<file path="config.mk">
export PLATFORM = sky130hd
export DESIGN_NAME = matcalc_top
export DESIGN_NICKNAME = d
export VERILOG_FILES = /design/src/common/matcalc_pkg.sv /design/src/alu/matrix_alu.sv /design/src/hdl/matcalc_top.sv /design/src/hdl/matrix_input.sv /design/src/hdl/matrix_store.sv /design/src/uart/uart_rx.sv /design/src/uart/uart_tx.sv
export SDC_FILE = /design/constraint.sdc
export NUM_CORES = 1
export LEC_CHECK = 0
export BUFFER_PORTS_ARGS = -buffer_cell sky130_fd_sc_hd__buf_2
export CAP_MARGIN = 0
export CORE_MARGIN = 5
export CORE_UTILIZATION = 40
export DETAILED_ROUTE_END_ITERATION = 8
export PLACE_DENSITY = 0.67
export SLEW_MARGIN = 20
export SYNTH_ARGS = -nofsm -noshare
export SYNTH_HDL_FRONTEND = slang
export SYNTH_HIERARCHICAL = 1
export SYNTH_SLANG_ARGS = --single-unit
</file>
<file path="constraint.sdc">
create_clock -name clk -period 7 [get_ports clk]
set_clock_uncertainty 0.05 [all_clocks]
set_input_delay 1.05 -clock clk [delete_from_list [all_inputs] [get_ports clk]]
set_output_delay 1.05 -clock clk [all_outputs]
set_load 0.005 [all_outputs]
</file>
<file path="src/common/matcalc_pkg.sv">
// Matrix calculator shared constants
package matcalc_pkg;

  // ================================================
  // Serial link timing
  // ================================================

  // Clock cycles per UART bit
  localparam int CLKS_PER_BIT = 8;

  // ================================================
  // Element and matrix sizes
  // ================================================

  // Stored element, signed
  localparam int ELEM_W = 8;
  // Result element, goes out as two bytes
  localparam int RES_W = 16;
  // Row, column or dimension field
  localparam int DIM_W = 2;
  // Largest row or column count, dimensions encoded directly as 1 to 3
  localparam logic [DIM_W-1:0] MAX_DIM = 2'd3;
  // Operand slots A and B
  localparam int SLOT_CNT = 2;
  // Elements per slot
  localparam int ELEM_CNT = int'(MAX_DIM) * int'(MAX_DIM);
  // Flat element index
  localparam int IDX_W = 4;

  // ================================================
  // Operation codes
  // ================================================

  localparam int OP_W = 2;
  localparam logic [OP_W-1:0] OP_ADD       = 2'd0;
  localparam logic [OP_W-1:0] OP_SUB       = 2'd1;
  localparam logic [OP_W-1:0] OP_SCALE     = 2'd2;
  localparam logic [OP_W-1:0] OP_TRANSPOSE = 2'd3;

endpackage

</file>
<file path="src/alu/matrix_alu.sv">
// Matrix operation sequencer
`timescale 1ns/1ps

module matrix_alu (
  input  logic                                  clk,
  input  logic                                  rst,
  input  logic                                  btn_confirm,
  input  logic [matcalc_pkg::OP_W-1:0]          sw_op,
  input  logic [7:0]                            sw_scalar,
  input  logic signed [matcalc_pkg::ELEM_W-1:0] a_el,
  input  logic signed [matcalc_pkg::ELEM_W-1:0] b_el,
  input  logic [matcalc_pkg::DIM_W-1:0]         a_rows,
  input  logic [matcalc_pkg::DIM_W-1:0]         a_cols,
  input  logic [matcalc_pkg::DIM_W-1:0]         b_rows,
  input  logic [matcalc_pkg::DIM_W-1:0]         b_cols,
  input  logic                                  a_valid,
  input  logic                                  b_valid,
  output logic [matcalc_pkg::DIM_W-1:0]         rd_row,
  output logic [matcalc_pkg::DIM_W-1:0]         rd_col,
  output logic                                  tx_start,
  output logic [7:0]                            tx_byte,
  input  logic                                  tx_busy,
  output logic                                  op_busy,
  output logic                                  op_err
);

  localparam int RW = matcalc_pkg::RES_W;

  // FSM states, ROWS to LO each send one byte
  localparam logic [2:0] S_IDLE  = 3'd0;
  localparam logic [2:0] S_CHECK = 3'd1;
  localparam logic [2:0] S_ROWS  = 3'd2;
  localparam logic [2:0] S_COLS  = 3'd3;
  localparam logic [2:0] S_HI    = 3'd4;
  localparam logic [2:0] S_LO    = 3'd5;
  localparam logic [2:0] S_DRAIN = 3'd6;

  logic [2:0]                            state;
  logic                                  btn_q;
  logic                                  confirm_edge;
  logic [matcalc_pkg::OP_W-1:0]          op_q;
  logic signed [matcalc_pkg::ELEM_W-1:0] scalar_q;
  logic [matcalc_pkg::DIM_W-1:0]         row_q;
  logic [matcalc_pkg::DIM_W-1:0]         col_q;
  logic [matcalc_pkg::DIM_W-1:0]         res_rows;
  logic [matcalc_pkg::DIM_W-1:0]         res_cols;
  logic                                  is_tp;
  logic                                  pair_op;
  logic                                  legal;
  logic                                  sending;
  logic                                  last_col;
  logic signed [RW-1:0]                  a_ext;
  logic signed [RW-1:0]                  b_ext;
  logic signed [RW-1:0]                  s_ext;
  logic signed [RW-1:0]                  res;

  assign confirm_edge = btn_confirm && !btn_q;

  // ================================================
  // Operand check and result shape
  // ================================================

  assign is_tp   = op_q == matcalc_pkg::OP_TRANSPOSE;
  assign pair_op = (op_q == matcalc_pkg::OP_ADD) || (op_q == matcalc_pkg::OP_SUB);
  // Add and sub need B with A's shape
  assign legal   = pair_op ?
                   (a_valid && b_valid && a_rows == b_rows && a_cols == b_cols) :
                   a_valid;

  // Transpose flips the shape and the read position
  assign res_rows = is_tp ? a_cols : a_rows;
  assign res_cols = is_tp ? a_rows : a_cols;
  assign rd_row   = is_tp ? col_q : row_q;
  assign rd_col   = is_tp ? row_q : col_q;
  assign last_col = col_q == res_cols - 1'b1;

  // ================================================
  // Element arithmetic
  // ================================================

  // Sign extension to result width
  assign a_ext = a_el;
  assign b_ext = b_el;
  assign s_ext = scalar_q;

  always_comb begin
    case (op_q)
      matcalc_pkg::OP_ADD:   res = a_ext + b_ext;
      matcalc_pkg::OP_SUB:   res = a_ext - b_ext;
      matcalc_pkg::OP_SCALE: res = a_ext * s_ext;
      default:               res = a_ext;
    endcase
  end

  // ================================================
  // Byte stream to the transmitter
  // ================================================

  assign sending  = state inside {S_ROWS, S_COLS, S_HI, S_LO};
  // Only offer a byte while the transmitter is free
  assign tx_start = sending && !tx_busy;

  always_comb begin
    case (state)
      S_ROWS:  tx_byte = {{(8 - matcalc_pkg::DIM_W){1'b0}}, res_rows};
      S_COLS:  tx_byte = {{(8 - matcalc_pkg::DIM_W){1'b0}}, res_cols};
      S_HI:    tx_byte = res[RW-1:8];
      default: tx_byte = res[7:0];
    endcase
  end

  assign op_busy = state != S_IDLE;
  // Single cycle, same cycle busy drops on a failed check
  assign op_err  = (state == S_CHECK) && !legal;

  always_ff @(posedge clk) begin
    if (rst) begin
      state <= S_IDLE;
      btn_q <= 1'b0;
    end else begin
      btn_q <= btn_confirm;
      case (state)
        // Edges outside idle are ignored
        S_IDLE:  if (confirm_edge) state <= S_CHECK;
        S_CHECK: state <= legal ? S_ROWS : S_IDLE;
        S_ROWS:  if (tx_start) state <= S_COLS;
        S_COLS:  if (tx_start) state <= S_HI;
        S_HI:    if (tx_start) state <= S_LO;
        S_LO: begin
          if (tx_start) begin
            state <= (last_col && row_q == res_rows - 1'b1) ? S_DRAIN : S_HI;
          end
        end
        // Hold busy through the final stop bit
        S_DRAIN: if (!tx_busy) state <= S_IDLE;
        default: state <= S_IDLE;
      endcase
    end
  end

  // Latched operation and result walk
  always_ff @(posedge clk) begin
    if (state == S_IDLE && confirm_edge) begin
      op_q     <= sw_op;
      scalar_q <= sw_scalar;
    end
    if (state == S_CHECK) begin
      row_q <= '0;
      col_q <= '0;
    end else if (state == S_LO && tx_start) begin
      if (last_col) begin
        col_q <= '0;
        row_q <= row_q + 1'b1;
      end else begin
        col_q <= col_q + 1'b1;
      end
    end
  end

endmodule

</file>
<file path="src/hdl/matcalc_top.sv">
// UART matrix calculator top
`timescale 1ns/1ps

module matcalc_top (
  input  logic                         clk,
  input  logic                         rst,
  input  logic                         uart_rx,
  output logic                         uart_tx,
  input  logic                         btn_confirm,
  input  logic [matcalc_pkg::OP_W-1:0] sw_op,
  input  logic [7:0]                   sw_scalar,
  output logic                         led_busy,
  output logic                         led_err
);

  // Receiver to parser
  logic       rx_valid;
  logic [7:0] rx_byte;

  // Parser to store
  logic                                  hdr_wr;
  logic                                  wr_slot;
  logic [matcalc_pkg::DIM_W-1:0]         wr_rows;
  logic [matcalc_pkg::DIM_W-1:0]         wr_cols;
  logic                                  el_wr;
  logic [matcalc_pkg::DIM_W-1:0]         wr_row;
  logic [matcalc_pkg::DIM_W-1:0]         wr_col;
  logic signed [matcalc_pkg::ELEM_W-1:0] wr_data;
  logic                                  el_last;
  logic                                  frame_err;

  // Store to ALU
  logic [matcalc_pkg::DIM_W-1:0]         rd_row;
  logic [matcalc_pkg::DIM_W-1:0]         rd_col;
  logic signed [matcalc_pkg::ELEM_W-1:0] a_el;
  logic signed [matcalc_pkg::ELEM_W-1:0] b_el;
  logic [matcalc_pkg::DIM_W-1:0]         a_rows;
  logic [matcalc_pkg::DIM_W-1:0]         a_cols;
  logic [matcalc_pkg::DIM_W-1:0]         b_rows;
  logic [matcalc_pkg::DIM_W-1:0]         b_cols;
  logic                                  a_valid;
  logic                                  b_valid;

  // ALU to transmitter, plus status
  logic       tx_start;
  logic [7:0] tx_byte;
  logic       tx_busy;
  logic       op_busy;
  logic       op_err;
  logic       busy_q;

  // ================================================
  // Datapath chain
  // ================================================

  uart_rx u_uart_rx (
    .clk(clk), .rst(rst), .rxd(uart_rx), .rx_valid(rx_valid), .rx_byte(rx_byte)
  );

  matrix_input u_input (
    .clk(clk), .rst(rst), .rx_valid(rx_valid), .rx_byte(rx_byte),
    .hdr_wr(hdr_wr), .wr_slot(wr_slot), .wr_rows(wr_rows), .wr_cols(wr_cols),
    .el_wr(el_wr), .wr_row(wr_row), .wr_col(wr_col), .wr_data(wr_data),
    .el_last(el_last), .frame_err(frame_err)
  );

  matrix_store u_store (
    .clk(clk), .rst(rst), .hdr_wr(hdr_wr), .wr_slot(wr_slot),
    .wr_rows(wr_rows), .wr_cols(wr_cols), .el_wr(el_wr), .wr_row(wr_row),
    .wr_col(wr_col), .wr_data(wr_data), .el_last(el_last),
    .rd_row(rd_row), .rd_col(rd_col), .a_el(a_el), .b_el(b_el),
    .a_rows(a_rows), .a_cols(a_cols), .b_rows(b_rows), .b_cols(b_cols),
    .a_valid(a_valid), .b_valid(b_valid)
  );

  matrix_alu u_alu (
    .clk(clk), .rst(rst), .btn_confirm(btn_confirm), .sw_op(sw_op),
    .sw_scalar(sw_scalar), .a_el(a_el), .b_el(b_el),
    .a_rows(a_rows), .a_cols(a_cols), .b_rows(b_rows), .b_cols(b_cols),
    .a_valid(a_valid), .b_valid(b_valid), .rd_row(rd_row), .rd_col(rd_col),
    .tx_start(tx_start), .tx_byte(tx_byte), .tx_busy(tx_busy),
    .op_busy(op_busy), .op_err(op_err)
  );

  uart_tx u_uart_tx (
    .clk(clk), .rst(rst), .tx_start(tx_start), .tx_byte(tx_byte),
    .txd(uart_tx), .tx_busy(tx_busy)
  );

  // ================================================
  // Status LEDs
  // ================================================

  assign led_busy = op_busy;

  // Error latch, a new accepted confirm clears it
  always_ff @(posedge clk) begin
    if (rst) begin
      busy_q  <= 1'b0;
      led_err <= 1'b0;
    end else begin
      busy_q <= op_busy;
      // Set wins over the clear in the same cycle
      if (frame_err || op_err) begin
        led_err <= 1'b1;
      end else if (op_busy && !busy_q) begin
        led_err <= 1'b0;
      end
    end
  end

endmodule

</file>
<file path="src/hdl/matrix_input.sv">
// Matrix frame parser
`timescale 1ns/1ps

module matrix_input (
  input  logic                                    clk,
  input  logic                                    rst,
  input  logic                                    rx_valid,
  input  logic [7:0]                              rx_byte,
  output logic                                    hdr_wr,
  output logic                                    wr_slot,
  output logic [matcalc_pkg::DIM_W-1:0]           wr_rows,
  output logic [matcalc_pkg::DIM_W-1:0]           wr_cols,
  output logic                                    el_wr,
  output logic [matcalc_pkg::DIM_W-1:0]           wr_row,
  output logic [matcalc_pkg::DIM_W-1:0]           wr_col,
  output logic signed [matcalc_pkg::ELEM_W-1:0]   wr_data,
  output logic                                    el_last,
  output logic                                    frame_err
);

  // Frame fields in arrival order
  localparam logic [1:0] S_ID   = 2'd0;
  localparam logic [1:0] S_ROWS = 2'd1;
  localparam logic [1:0] S_COLS = 2'd2;
  localparam logic [1:0] S_ELEM = 2'd3;

  logic [1:0]                    state;
  logic                          slot_q;
  logic [matcalc_pkg::DIM_W-1:0] rows_q;
  logic [matcalc_pkg::DIM_W-1:0] cols_q;
  logic [matcalc_pkg::DIM_W-1:0] row_q;
  logic [matcalc_pkg::DIM_W-1:0] col_q;
  logic                          id_ok;
  logic                          dim_ok;
  logic                          last_col;

  // ================================================
  // Header checks
  // ================================================

  // Id must name an existing slot
  assign id_ok  = rx_byte < 8'(matcalc_pkg::SLOT_CNT);
  // Dimension 1 to MAX_DIM
  assign dim_ok = (rx_byte != 8'd0) && (rx_byte <= 8'(matcalc_pkg::MAX_DIM));

  assign frame_err = rx_valid &&
                     (((state == S_ID) && !id_ok) ||
                      ((state == S_ROWS || state == S_COLS) && !dim_ok));

  // ================================================
  // Store write strobes
  // ================================================

  // Header write on a good column byte
  assign hdr_wr  = rx_valid && (state == S_COLS) && dim_ok;
  assign wr_slot = slot_q;
  assign wr_rows = rows_q;
  // Cols come straight from the byte during the header write
  assign wr_cols = rx_byte[matcalc_pkg::DIM_W-1:0];

  assign last_col = col_q == cols_q - 1'b1;
  assign el_wr    = rx_valid && (state == S_ELEM);
  assign wr_row   = row_q;
  assign wr_col   = col_q;
  assign wr_data  = rx_byte;
  // Last element marks the slot valid
  assign el_last  = last_col && (row_q == rows_q - 1'b1);

  always_ff @(posedge clk) begin
    if (rst) begin
      state <= S_ID;
    end else if (rx_valid) begin
      case (state)
        S_ID:    if (id_ok) state <= S_ROWS;
        // A bad dimension makes the next byte a new id
        S_ROWS:  state <= dim_ok ? S_COLS : S_ID;
        S_COLS:  state <= dim_ok ? S_ELEM : S_ID;
        default: if (el_last) state <= S_ID;
      endcase
    end
  end

  // Header fields and row-major position
  always_ff @(posedge clk) begin
    if (rx_valid) begin
      case (state)
        S_ID:   slot_q <= rx_byte[0];
        S_ROWS: rows_q <= rx_byte[matcalc_pkg::DIM_W-1:0];
        S_COLS: begin
          cols_q <= rx_byte[matcalc_pkg::DIM_W-1:0];
          row_q  <= '0;
          col_q  <= '0;
        end
        default: begin
          if (last_col) begin
            col_q <= '0;
            row_q <= row_q + 1'b1;
          end else begin
            col_q <= col_q + 1'b1;
          end
        end
      endcase
    end
  end

endmodule

</file>
<file path="src/hdl/matrix_store.sv">
// Two-slot matrix store
`timescale 1ns/1ps

module matrix_store (
  input  logic                                  clk,
  input  logic                                  rst,
  input  logic                                  hdr_wr,
  input  logic                                  wr_slot,
  input  logic [matcalc_pkg::DIM_W-1:0]         wr_rows,
  input  logic [matcalc_pkg::DIM_W-1:0]         wr_cols,
  input  logic                                  el_wr,
  input  logic [matcalc_pkg::DIM_W-1:0]         wr_row,
  input  logic [matcalc_pkg::DIM_W-1:0]         wr_col,
  input  logic signed [matcalc_pkg::ELEM_W-1:0] wr_data,
  input  logic                                  el_last,
  input  logic [matcalc_pkg::DIM_W-1:0]         rd_row,
  input  logic [matcalc_pkg::DIM_W-1:0]         rd_col,
  output logic signed [matcalc_pkg::ELEM_W-1:0] a_el,
  output logic signed [matcalc_pkg::ELEM_W-1:0] b_el,
  output logic [matcalc_pkg::DIM_W-1:0]         a_rows,
  output logic [matcalc_pkg::DIM_W-1:0]         a_cols,
  output logic [matcalc_pkg::DIM_W-1:0]         b_rows,
  output logic [matcalc_pkg::DIM_W-1:0]         b_cols,
  output logic                                  a_valid,
  output logic                                  b_valid
);

  localparam int IW = matcalc_pkg::IDX_W;

  // Element array, slot 0 is A and slot 1 is B
  logic signed [matcalc_pkg::ELEM_W-1:0]
    mem [matcalc_pkg::SLOT_CNT][matcalc_pkg::ELEM_CNT];
  logic [matcalc_pkg::DIM_W-1:0]    rows_q [matcalc_pkg::SLOT_CNT];
  logic [matcalc_pkg::DIM_W-1:0]    cols_q [matcalc_pkg::SLOT_CNT];
  logic [matcalc_pkg::SLOT_CNT-1:0] valid_q;
  logic [IW-1:0]                    wr_idx;
  logic [IW-1:0]                    rd_idx;

  // Flat row-major index on a MAX_DIM pitch
  assign wr_idx = IW'(wr_row) * IW'(matcalc_pkg::MAX_DIM) + IW'(wr_col);
  assign rd_idx = IW'(rd_row) * IW'(matcalc_pkg::MAX_DIM) + IW'(rd_col);

  always_ff @(posedge clk) begin
    if (el_wr) mem[wr_slot][wr_idx] <= wr_data;
    if (hdr_wr) begin
      rows_q[wr_slot] <= wr_rows;
      cols_q[wr_slot] <= wr_cols;
    end
  end

  // New header invalidates the slot until its last element lands
  always_ff @(posedge clk) begin
    if (rst) begin
      valid_q <= '0;
    end else if (hdr_wr) begin
      valid_q[wr_slot] <= 1'b0;
    end else if (el_wr && el_last) begin
      valid_q[wr_slot] <= 1'b1;
    end
  end

  // Same position from both slots
  assign a_el    = mem[0][rd_idx];
  assign b_el    = mem[1][rd_idx];
  assign a_rows  = rows_q[0];
  assign a_cols  = cols_q[0];
  assign b_rows  = rows_q[1];
  assign b_cols  = cols_q[1];
  assign a_valid = valid_q[0];
  assign b_valid = valid_q[1];

endmodule

</file>
<file path="src/uart/uart_rx.sv">
// UART serial receiver
`timescale 1ns/1ps

module uart_rx (
  input  logic       clk,
  input  logic       rst,
  input  logic       rxd,
  output logic       rx_valid,
  output logic [7:0] rx_byte
);

  // Baud counter width and wrap points
  localparam int CW = $clog2(matcalc_pkg::CLKS_PER_BIT);
  localparam logic [CW-1:0] BIT_END  = CW'(matcalc_pkg::CLKS_PER_BIT - 1);
  localparam logic [CW-1:0] HALF_END = CW'(matcalc_pkg::CLKS_PER_BIT / 2 - 1);

  // FSM states
  localparam logic [1:0] S_IDLE  = 2'd0;
  localparam logic [1:0] S_START = 2'd1;
  localparam logic [1:0] S_DATA  = 2'd2;
  localparam logic [1:0] S_STOP  = 2'd3;

  logic          rxd_m;
  logic          rxd_s;
  logic [1:0]    state;
  logic [CW-1:0] cnt;
  logic [2:0]    bit_idx;
  logic [7:0]    shreg;

  // Byte stays in the shift register until the next frame's data
  assign rx_byte = shreg;

  // Two-flop synchronizer, line idles high
  always_ff @(posedge clk) begin
    if (rst) begin
      rxd_m <= 1'b1;
      rxd_s <= 1'b1;
    end else begin
      rxd_m <= rxd;
      rxd_s <= rxd_m;
    end
  end

  always_ff @(posedge clk) begin
    if (rst) begin
      state    <= S_IDLE;
      cnt      <= '0;
      bit_idx  <= '0;
      rx_valid <= 1'b0;
    end else begin
      rx_valid <= 1'b0;
      case (state)
        S_IDLE: begin
          cnt <= '0;
          // Falling edge starts a frame
          if (!rxd_s) state <= S_START;
        end
        S_START: begin
          if (cnt == HALF_END) begin
            cnt     <= '0;
            bit_idx <= '0;
            // Still low at mid start bit, otherwise a glitch
            state   <= rxd_s ? S_IDLE : S_DATA;
          end else begin
            cnt <= cnt + 1'b1;
          end
        end
        S_DATA: begin
          if (cnt == BIT_END) begin
            cnt     <= '0;
            bit_idx <= bit_idx + 1'b1;
            if (bit_idx == 3'd7) state <= S_STOP;
          end else begin
            cnt <= cnt + 1'b1;
          end
        end
        default: begin
          if (cnt == BIT_END) begin
            // Low stop bit drops the byte
            rx_valid <= rxd_s;
            state    <= S_IDLE;
          end else begin
            cnt <= cnt + 1'b1;
          end
        end
      endcase
    end
  end

  // Mid-bit sampling, LSB arrives first
  always_ff @(posedge clk) begin
    if (state == S_DATA && cnt == BIT_END) shreg <= {rxd_s, shreg[7:1]};
  end

endmodule

</file>
<file path="src/uart/uart_tx.sv">
// UART serial transmitter
`timescale 1ns/1ps

module uart_tx (
  input  logic       clk,
  input  logic       rst,
  input  logic       tx_start,
  input  logic [7:0] tx_byte,
  output logic       txd,
  output logic       tx_busy
);

  localparam int CW = $clog2(matcalc_pkg::CLKS_PER_BIT);
  localparam logic [CW-1:0] BIT_END = CW'(matcalc_pkg::CLKS_PER_BIT - 1);

  logic [CW-1:0] cnt;
  // 0 is the start bit, 9 the stop bit
  logic [3:0]    bit_idx;
  // Data bits with the stop bit above them
  logic [8:0]    shreg;

  always_ff @(posedge clk) begin
    if (rst) begin
      txd     <= 1'b1;
      tx_busy <= 1'b0;
      cnt     <= '0;
      bit_idx <= '0;
    end else if (!tx_busy) begin
      // Start bit goes out together with busy
      if (tx_start) begin
        tx_busy <= 1'b1;
        txd     <= 1'b0;
        cnt     <= '0;
        bit_idx <= '0;
      end
    end else if (cnt == BIT_END) begin
      cnt <= '0;
      if (bit_idx == 4'd9) begin
        // Stop bit done, line stays high
        tx_busy <= 1'b0;
      end else begin
        txd     <= shreg[0];
        bit_idx <= bit_idx + 1'b1;
      end
    end else begin
      cnt <= cnt + 1'b1;
    end
  end

  // Shift out LSB first, ones fill from the top
  always_ff @(posedge clk) begin
    if (!tx_busy && tx_start) begin
      shreg <= {1'b1, tx_byte};
    end else if (tx_busy && cnt == BIT_END && bit_idx != 4'd9) begin
      shreg <= {1'b1, shreg[8:1]};
    end
  end

endmodule
</file>
==> flow_metrics.env, run 1 <==
export IMPL_max_stage_delay_ns=0.56
export IMPL_firstDrtPassIters=5
export IMPL_clk_path_buf_depth=3
export IMPL_peakVddDrop_mv=0.136
export IMPL_total_power_mw=3.40
export IMPL_vias=8556
export IMPL_place_hpwl_um=20200
export IMPL_design_area_um2=15400
export IMPL_dp_cells=1590
export IMPL_core_rowCount=66
export IMPL_antenna_cells=0
export IMPL_max_slew_margin_pct=25.5
export IMPL_die_area_um2=37100
export IMPL_critical_path_top_delay_family="adder cells"
export IMPL_grt_pass1_wl_um=46000
export IMPL_p_per_area_nw_per_um2=221
export IMPL_gr_total_overflow=0
export IMPL_start_kind="flop"
export IMPL_leakagePower_nw=5.83
export IMPL_pre_cts_ws_ns=-0.179
export IMPL_wire_per_inst_um=17.0
export IMPL_finalMaxSlewViolations=0
export IMPL_nets=1324
export IMPL_fin_crit_ns=6.94
export IMPL_fin_setup_tns_ns=0
export IMPL_grt_start_max_net_pins=34
export IMPL_setup_viol=0
export IMPL_numCtsBuffers=23
export IMPL_required_ns=7.34
export IMPL_yosysSeqAreaShare_pct=47.2
export IMPL_first_iter_violations=436
export IMPL_finalHoldViolations=0
export IMPL_wirelength_um=27900
export IMPL_area_growth_pct=15.4
export IMPL_gp_congestion=0.842
export IMPL_min_period_over_period_pct=99.2
export IMPL_path_buf_inv=7
export IMPL_io_pins=17
export IMPL_worstMarginPinSlew_ns=1.11
export IMPL_maxCapViolCount=0
export IMPL_final_cell_mix="edfxtp_1, inv_1, nand2_1"
export IMPL_clkSinkCount=221
export IMPL_crit_top_cell="fa_1"
export IMPL_worstSetupPathType="reg2reg"
export IMPL_detail_route_antenna_nets=0
export IMPL_slowest_stage="fa_1"
export IMPL_rsz0062_at_grt="yes"
export IMPL_synth_edf_count=187
export IMPL_first_global_vias=8633
export IMPL_max_freq_mhz=144
export IMPL_holdCritPathClass="reg2reg"
export IMPL_cts_root_buf="clkbuf_16"
export IMPL_drive_gt1_share_pct=21.3
export IMPL_status="finished, final reports clean"
export IMPL_clock_latency_ns=0.53
export IMPL_final_util_pct=47.0
export IMPL_htreeDepth=1
export IMPL_syn_area_um2=13300
export IMPL_placed_cell_area_um2=14300
export IMPL_initial_core_util_pct=40.8
export IMPL_cp_max_fo=8
export IMPL_core_area_um2=32700
export IMPL_crit_arrival_ns=7.28
export IMPL_yosys_warnings=6
export IMPL_die_y_um=193
export IMPL_syn_inst=1121
export IMPL_cp_end_kind="flop"
export IMPL_cts_tree="done"
export IMPL_drc=0
export IMPL_fillers=2964
export IMPL_synthArstFlopShare_pct=0
export IMPL_synth_cell_type_count=82
export IMPL_synth_seq_cells=221
export IMPL_layout_commonest_cell="edfxtp_1"
export IMPL_synth_ff_type="edfxtp_1"
export IMPL_finalNonFillerCells=1640
export IMPL_dieWidth_um=193
export IMPL_syn_num_nets=1264
export IMPL_setup_slack_ns=0.0555
export IMPL_viasPerCell=5.22
export IMPL_avgSynthCellArea_um2=11.9
export IMPL_io_buffers=16
export IMPL_path_clk_slew_ns=0.06
export IMPL_hold_ws_ns=0.359
export IMPL_antenna_found_initial=0
export IMPL_track_usage_pct=15.4
-- state kept, by name, indices dropped and copies added, names as in the netlist, 2 cells and up, named ones only --
signal	count
u_uart_tx/shreg	8
u_input/cols_q	2
u_alu/row_q	2
u_input/wr_row	2
u_uart_rx/state	2
u_uart_tx/cnt	3
u_store/cols_q	4
u_uart_rx/cnt	3
u_uart_rx/rx_byte	8
u_uart_tx/bit_idx	4
u_alu/state	3
u_store/mem	144
u_uart_rx/bit_idx	3
u_alu/op_q	2
u_alu/scalar_q	8
u_alu/col_q	2
u_input/state	2
u_input/wr_col	2
u_store/rows_q	4
u_input/wr_rows	2
-- metal layers --
| layer | up-vias | wire (um) | global-route usage, % |
|---|---|---|---|
| met5 | - | 0 | 0 |
| met4 | 0 | 509 | 3.29 |
| met3 | 31 | 880 | 1.72 |
| met2 | 140 | 13500 | 25.8 |
| met1 | 4287 | 13000 | 21.7 |
| li1 | 4098 | - | - |
-- cell families after synthesis --
kind of cell | count (synthesis) | synth area share, %
simple gates | 329 | 13.0
xor+xnor | 27 | 1.77
compound gates | 172 | 9.44
flops | 221 | 47.2
fa+ha+maj | 129 | 15.5
mux | 68 | 7.06
buf+inv | 175 | 5.95
-- layout make-up --
type                    count  area (um^2)  area share (%)
clock inverters            14          165            1.07
well taps                 442          553            3.59
clock buffers              28          604            3.93
repair buffers             85          658            4.28
multi-input cells         725         6640            43.1
inverters                 125          469            3.05
flip-flops and latches    221         6300            40.9
-- power breakdown --
part	internal, mW	total (mW)	switching (mW)
logic	0.356	0.735	0.379
registers	1.42	1.43	0.0143
clock network	0.731	1.24	0.504
-- cell usage after synthesis (all sizes together) (15+ instances only) --
library cell / n / area [um^2]
edfxtp: 187 / 5620
inv: 125 / 469
nand2: 79 / 297
nor2: 70 / 263
ha: 68 / 851
fa: 61 / 1220
and2: 54 / 340
a21oi: 38 / 198
mux2: 38 / 428
buf: 36 / 272
dfxtp: 34 / 681
nor3: 24 / 120
nor2b: 23 / 146
o21ai: 22 / 121
o31ai: 21 / 238
o22ai: 19 / 119
mux4: 17 / 383
o211ai: 17 / 128
xnor2: 15 / 131
-- timing repair --
action | in CTS | in global routing
resized for setup | 5 | 37
hold buffers | 0 | 0
pin swaps | 3 | 13
buffers inserted | 2 | 6
setup endpoints to repair | 4 | 8
-- worst paths after layout --
path | start | to | slack, ns | cells past startpoint
setup / recovery | u_alu/op_q[0] | u_uart_tx/shreg[5] | 0.06 | 29
hold / removal | u_uart_rx/rxd_m | u_uart_rx/rxd_s | 0.36 | 1
setup reg to reg | u_alu/op_q[0] | u_uart_tx/shreg[5] | 0.06 | 29
hold reg to reg | u_uart_rx/rxd_m | u_uart_rx/rxd_s | 0.36 | 1
Power figures use the tool's default switching activity.
==> run 2: changes to the inputs <==
--- a/config.mk
+++ b/config.mk
@@ -8,9 +8,9 @@
 export BUFFER_PORTS_ARGS = -buffer_cell sky130_fd_sc_hd__buf_2
 export CAP_MARGIN = 0
 export CORE_MARGIN = 5
-export CORE_UTILIZATION = 40
+export CORE_UTILIZATION = 25
 export DETAILED_ROUTE_END_ITERATION = 8
-export PLACE_DENSITY = 0.67
+export PLACE_DENSITY = 0.5
 export SLEW_MARGIN = 20
 export SYNTH_ARGS = -nofsm -noshare
 export SYNTH_HDL_FRONTEND = slang
==> flow_metrics.env, run 2 (same netlist as run 1, synthesis figures left out) <==
export IMPL_wirelength_um=31700
export IMPL_peakVddDrop_mv=0.206
export IMPL_die_area_um2=58000
export IMPL_io_buffers=16
export IMPL_initial_core_util_pct=25.3
export IMPL_crit_arrival_ns=7.21
export IMPL_placed_cell_area_um2=14600
export IMPL_path_buf_inv=6
export IMPL_cts_root_buf="clkbuf_16"
export IMPL_max_stage_delay_ns=0.62
export IMPL_min_period_over_period_pct=99.5
export IMPL_ff2ff_setup_slack_ns=0.04
export IMPL_antenna_cells=0
export IMPL_dieWidth_um=241
export IMPL_start_kind="flop"
export IMPL_grt_start_max_net_pins=34
export IMPL_core_rowCount=84
export IMPL_nets=1332
export IMPL_reg2reg_from="u_alu/op_q[0]"
export IMPL_hold_buffers=0
export IMPL_top_register="u_store/mem"
export IMPL_largest_reg_flops=144
export IMPL_vias=8564
export IMPL_path_clk_slew_ns=0.06
export IMPL_r2r_cells=25
export IMPL_finalMaxSlewViolations=0
export IMPL_io_pins=17
export IMPL_required_ns=7.25
export IMPL_maxCapViolCount=0
export IMPL_detail_route_antenna_nets=0
export IMPL_holdCritPathClass="reg2reg"
export IMPL_path_depth=25
export IMPL_die_y_um=241
export IMPL_fin_crit_ns=6.96
export IMPL_place_hpwl_um=22600
export IMPL_slowest_stage="fa_2"
export IMPL_leakagePower_nw=5.93
export IMPL_status="finished, final reports clean"
export IMPL_hold_ws_ns=0.359
export IMPL_worstSetupPathType="reg2reg"
export IMPL_numCtsBuffers=27
export IMPL_first_global_vias=8700
export IMPL_core_area_um2=52700
export IMPL_gr_total_overflow=0
export IMPL_cts_tree="done"
export IMPL_r2r_end="u_uart_tx/shreg[7]"
export IMPL_dp_cells=1830
export IMPL_clock_latency_ns=0.57
export IMPL_gp_congestion=0.839
export IMPL_drc=0
export IMPL_area_growth_pct=19.9
export IMPL_p_per_area_nw_per_um2=228
export IMPL_wire_per_inst_um=16.7
export IMPL_grt_pass1_wl_um=49700
export IMPL_cp_end_kind="flop"
export IMPL_drive_gt1_share_pct=23.8
export IMPL_finalHoldViolations=0
export IMPL_first_iter_violations=353
export IMPL_max_slew_margin_pct=35.5
export IMPL_worstMarginPinSlew_ns=0.967
export IMPL_cp_max_fo=7
export IMPL_clk_path_buf_depth=3
export IMPL_crit_top_cell="fa_1"
export IMPL_final_cell_mix="edfxtp_1, inv_1, nand2_1"
export IMPL_track_usage_pct=10.8
export IMPL_finalNonFillerCells=1898
export IMPL_layout_commonest_cell="edfxtp_1"
export IMPL_viasPerCell=4.51
export IMPL_max_freq_mhz=144
export IMPL_design_area_um2=16000
export IMPL_antenna_found_initial=0
export IMPL_firstDrtPassIters=5
export IMPL_clkSinkCount=221
export IMPL_critPathCapture="u_uart_tx/shreg[7]"
export IMPL_htreeDepth=1
export IMPL_rsz0062_at_grt="yes"
export IMPL_setup_viol=0
export IMPL_critical_path_top_delay_family="adder cells"
export IMPL_crit_start="u_alu/op_q[0]"
-- run 2: cell types whose count changed in the layout (fill, tap and decap cells not counted), moves of 4 or more --
cell       previous run  this run
buf_4                60        66
clkbuf_16            23        27
fa_1                 61        57
fa_2                  0         4
ha_2                  1         5
o22ai_1              13         9
o22ai_2               1         6
-- run 2: metrics by stage --
step,setup TNS (ns),util [%],setup WS [ns],power [mW]
6_report,0,30.4,0.0377,3.65
5_1_grt,-0.732,30.4,-0.168,3.82
4_1_cts,-0.0239,29.6,-0.0156,3.57
3_5_place_dp,-0.548,27.7,-0.184,2.06
3_3_place_gp,-0.182,27.7,-0.102,2.05
2_1_floorplan,0,-,0.0107,1.89
-- run 2: worst min-delay path by stage --
stage / from / to / slack [ns] / cells past startpoint
after floorplan: u_uart_rx/rxd_m / u_uart_rx/rxd_s / 0.34 / 1
after global placement: u_uart_rx/rxd_m / u_uart_rx/rxd_s / 0.35 / 1
after detailed placement: u_uart_rx/rxd_m / u_uart_rx/rxd_s / 0.35 / 1
after CTS: u_uart_rx/rxd_m / u_uart_rx/rxd_s / 0.36 / 1
after global routing: u_uart_rx/rxd_m / u_uart_rx/rxd_s / 0.38 / 1
final: u_uart_rx/rxd_m / u_uart_rx/rxd_s / 0.36 / 1
-- run 2: area by class of cell --
cell class                      count  area, um^2
Clock buffer                       37         753
Timing Repair Buffer               88         669
Inverter                          125         472
Tap cell                          688         861
Clock inverter                     13         173
Fill cell                        5251       36700
Sequential cell                   221        6300
Multi-Input combinational cell    726        6770
-- run 2: routing by layer --
| metal | up-vias | wire length (um) | GRT usage, % |
|---|---|---|---|
| met2 | 141 | 15200 | 18.0 |
| met1 | 4270 | 14600 | 14.8 |
| met4 | 0 | 720 | 2.27 |
| met5 | - | 0 | 0 |
| met3 | 44 | 1190 | 1.81 |
| li1 | 4109 | - | - |
-- run 2: where the power goes --
group	leakage, nW	switching [mW]	internal (mW)
clock network	0.449	0.570	0.872
registers	1.96	0.0148	1.42
logic	3.52	0.417	0.355
total	5.93	1.00	2.65
-- run 2: worst reg2reg max path: stages (launching register included) --
cell	delay, ns
edfxtp_1	0.43
nand2_4	0.13
mux2_4	0.32
fa_1	0.49
ha_2	0.19
fa_1	0.59
buf_12	0.16
nand2b_4	0.08
buf_4	0.14
o22ai_4	0.13
o31ai_4	0.11
and2_1	0.18
fa_2	0.62
inv_4	0.06
buf_4	0.14
fa_1	0.55
fa_1	0.44
fa_1	0.54
inv_1	0.05
ha_2	0.33
inv_1	0.13
o22ai_2	0.11
a211oi_2	0.25
mux2i_1	0.22
o2111ai_1	0.11
nand2b_1	0.16
-- run 2: timing repair --
item / in CTS / in global routing
gates resized for setup: 13 / 61
setup endpoints to repair: 6 / 8
cloned: 0 / 1
buffers inserted: 4 / 13
pin swaps: 8 / 47
==> run 3: changes to the inputs <==
--- a/config.mk
+++ b/config.mk
@@ -5,14 +5,16 @@
 export SDC_FILE = /design/constraint.sdc
 export NUM_CORES = 1
 export LEC_CHECK = 0
+export ABC_AREA = 1
 export BUFFER_PORTS_ARGS = -buffer_cell sky130_fd_sc_hd__buf_2
 export CAP_MARGIN = 0
+export CELL_PAD_IN_SITES_DETAIL_PLACEMENT = 1
+export CELL_PAD_IN_SITES_GLOBAL_PLACEMENT = 1
 export CORE_MARGIN = 5
 export CORE_UTILIZATION = 25
 export DETAILED_ROUTE_END_ITERATION = 8
-export PLACE_DENSITY = 0.5
+export PLACE_DENSITY = 0.58
 export SLEW_MARGIN = 20
 export SYNTH_ARGS = -nofsm -noshare
 export SYNTH_HDL_FRONTEND = slang
-export SYNTH_HIERARCHICAL = 1
 export SYNTH_SLANG_ARGS = --single-unit
==> flow_metrics.env, run 3 <==
export IMPL_p_per_area_nw_per_um2=446
export IMPL_first_global_vias=11300
export IMPL_internal_power_mw=4.11
export IMPL_grt_pass1_wl_um=62100
export IMPL_worstMarginPinSlew_ns=1.03
export IMPL_synth_top_cell_area_share_pct=40.9
export IMPL_finalHoldViolations=0
export IMPL_nets=1740
export IMPL_wirelength_um=38700
export IMPL_place_hpwl_um=28800
export IMPL_leakagePower_nw=6.81
export IMPL_synth_compound_area_share_pct=6.85
export IMPL_required_ns=7.27
export IMPL_p_sw_share_pct=42.9
export IMPL_start_kind="flop"
export IMPL_yosys_top_cells_count="nand2_1, inv_1, edfxtp_1, nor2_1, nand3_1"
export IMPL_firstDrtPassIters=5
export IMPL_largest_reg_flops=144
export IMPL_holdCritPathClass="reg2reg"
export IMPL_max_freq_mhz=150
export IMPL_fin_crit_ns=6.66
export IMPL_yosysTopAreaCell="edfxtp_1"
export IMPL_synth_fa_ha_area_share_pct=15.1
export IMPL_crit_start="u_alu.op_q[1]"
export IMPL_slowest_stage="fa_1"
export IMPL_antenna_found_initial=0
export IMPL_max_stage_delay_ns=0.56
export IMPL_core_rowCount=86
export IMPL_synth_ff_type="edfxtp_1"
export IMPL_seq_power_share_pct=19.9
export IMPL_yosys_warnings=0
export IMPL_syn_inst=1521
export IMPL_finalMaxSlewViolations=0
export IMPL_yosysSeqAreaShare_pct=45.8
export IMPL_gr_total_overflow=0
export IMPL_total_power_mw=7.19
export IMPL_grt_start_max_net_pins=71
export IMPL_io_buffers=16
export IMPL_core_area_um2=54800
export IMPL_crit_arrival_ns=6.93
export IMPL_combPwrFrac_pct=60.0
export IMPL_worstSetupPathType="reg2reg"
export IMPL_area_growth_pct=17.4
export IMPL_ff2ff_setup_slack_ns=0.34
export IMPL_syn_num_nets=1664
export IMPL_r2r_end="u_uart_tx.shreg[7]"
export IMPL_die_y_um=244
export IMPL_reg2reg_from="u_alu.op_q[1]"
export IMPL_switchingPower_mw=3.08
export IMPL_yosys_top_cells_area="edfxtp_1, nand2_1, fa_1"
export IMPL_dieWidth_um=244
export IMPL_min_period_over_period_pct=95.2
export IMPL_peakVddDrop_mv=0.357
export IMPL_synth_simple_area_share_pct=23.1
export IMPL_drive_gt1_share_pct=15.6
export IMPL_synthXorXnorAreaFrac_pct=0.510
export IMPL_vias=10400
export IMPL_detail_route_antenna_nets=0
export IMPL_muxShareOfSynthArea_pct=0
export IMPL_synth_edf_count=187
export IMPL_hold_ws_ns=0.366
export IMPL_clkSinkCount=221
export IMPL_setup_viol=0
export IMPL_top_register="u_store.mem"
export IMPL_cts_tree="done"
export IMPL_critPathCapture="u_uart_tx.shreg[7]"
export IMPL_synth_top_family_by_area="simple AND/OR/NAND/NOR gates"
export IMPL_track_usage_pct=12.9
export IMPL_final_cell_mix="nand2_1, inv_1, edfxtp_1"
export IMPL_synth_seq_cells=221
export IMPL_first_iter_violations=463
export IMPL_hold_buffers=0
export IMPL_numCtsBuffers=26
export IMPL_viasPerCell=4.47
export IMPL_synth_most_common_cell="nand2_1"
export IMPL_synthArstFlopShare_pct=0
export IMPL_max_slew_margin_pct=31.2
export IMPL_initial_core_util_pct=25.1
export IMPL_htreeDepth=1
export IMPL_path_clk_slew_ns=0.06
export IMPL_syn_area_um2=13700
export IMPL_status="finished, final reports clean"
export IMPL_wire_per_inst_um=16.7
export IMPL_cts_root_buf="clkbuf_16"
export IMPL_maxCapViolCount=0
export IMPL_avgSynthCellArea_um2=9.04
export IMPL_io_pins=17
export IMPL_crit_top_cell="nand2_1"
export IMPL_cp_end_kind="flop"
export IMPL_rsz0062_at_grt="yes"
export IMPL_clk_path_buf_depth=3
export IMPL_die_area_um2=59800
export IMPL_antenna_cells=0
export IMPL_layout_commonest_cell="nand2_1"
export IMPL_r2r_cells=36
export IMPL_fillers=6337
export IMPL_cp_max_fo=8
export IMPL_clock_latency_ns=0.56
export IMPL_pwr_share_clk_pct=20.1
export IMPL_synth_cell_type_count=54
export IMPL_drc=0
export IMPL_gp_congestion=0.857
[run 3: cell count changes after synthesis, sizes merged, moves of 13 or more]
cell    delta
a21oi     +24
and2      -53
inv      +116
mux2      -38
mux2i     -13
mux4      -17
nand2    +332
nand3    +112
nor2      +82
nor2b     -23
o211ai    -13
o21ai     +13
o31ai     -21
[run 3: metrics by stage]
step | std cells | cell area, um^2 | utilization (%) | worst slack [ns] | TNS, ns
6_report | 2319 | 16100 | 29.5 | 0.339 | 0
5_1_grt | 2319 | 16100 | 29.5 | -0.0938 | -0.275
4_1_cts | 2310 | 15800 | 28.9 | 0.0132 | 0
2_1_floorplan | 1521 | 13700 | - | 0.0702 | 0
3_5_place_dp | 2264 | 14900 | 27.2 | -0.0429 | -0.0578
3_3_place_gp | 2264 | 14900 | 27.2 | 0.0935 | 0
[run 3: cell type report]
cell class                      count  area [um^2]  area share (%)
Multi-Input combinational cell   1020         6510            40.3
Sequential cell                   221         6300            39.0
Inverter                          242          926            5.74
Tap cell                          704          881            5.46
Clock buffer                       30          666            4.12
Timing Repair Buffer               86          626            3.88
Clock inverter                     16          235            1.46
[run 3: metal layers]
metal	GRT usage [%]	part of all wire [%]	vias to the layer above
li1	-	-	5105
met4	3.23	2.1	0
met5	0	0	-
met2	23.4	50	96
met3	1.61	2.4	45
met1	16.4	45	5110
[run 3: how the worst min path moves through the flow]
stage / startpoint / end / cells past startpoint
finish: u_uart_rx.rxd_m / u_uart_rx.rxd_s / 1
detailed placement: u_uart_rx.rxd_m / u_uart_rx.rxd_s / 1
CTS: u_uart_rx.rxd_m / u_uart_rx.rxd_s / 1
global route: u_uart_rx.rxd_m / u_uart_rx.rxd_s / 1
floorplan: u_uart_rx.rxd_m / u_uart_rx.rxd_s / 1
global placement: u_uart_rx.rxd_m / u_uart_rx.rxd_s / 1
[run 3: cells by family (layout without fill, tap and decap cells)]
kind of cell    Yosys count  in the layout
simple gates            734            734
compound gates          149            149
fa+ha+maj               129            129
xor+xnor                  8              8
buf+inv                 280            374
flops                   221            221
[run 3: power by group through the flow]
stage	Clock, mW	Combinational, mW	Sequential, mW
after detailed placement	0	3.75	1.46
after floorplan	0	2.42	1.45
final	1.44	4.32	1.43
after global placement	0	3.74	1.46
after global routing	1.53	4.91	1.43
after CTS	1.49	3.80	1.43
[run 3: timing repair]
action | 4_1_cts | 5_1_grt
gates resized for setup | 2 | 64
buffers inserted | 0 | 9
pin swaps | 0 | 9
setup endpoints to repair | 3 | 8
[run 3: worst max-delay path: cells and delay by family, from the launching register on]
kind | cells | cell delay (ns)
compound gates | 2 | 0.14
fa+ha+maj | 8 | 3.60
buf+inv | 9 | 0.74
flops | 1 | 0.43
simple gates | 17 | 1.45
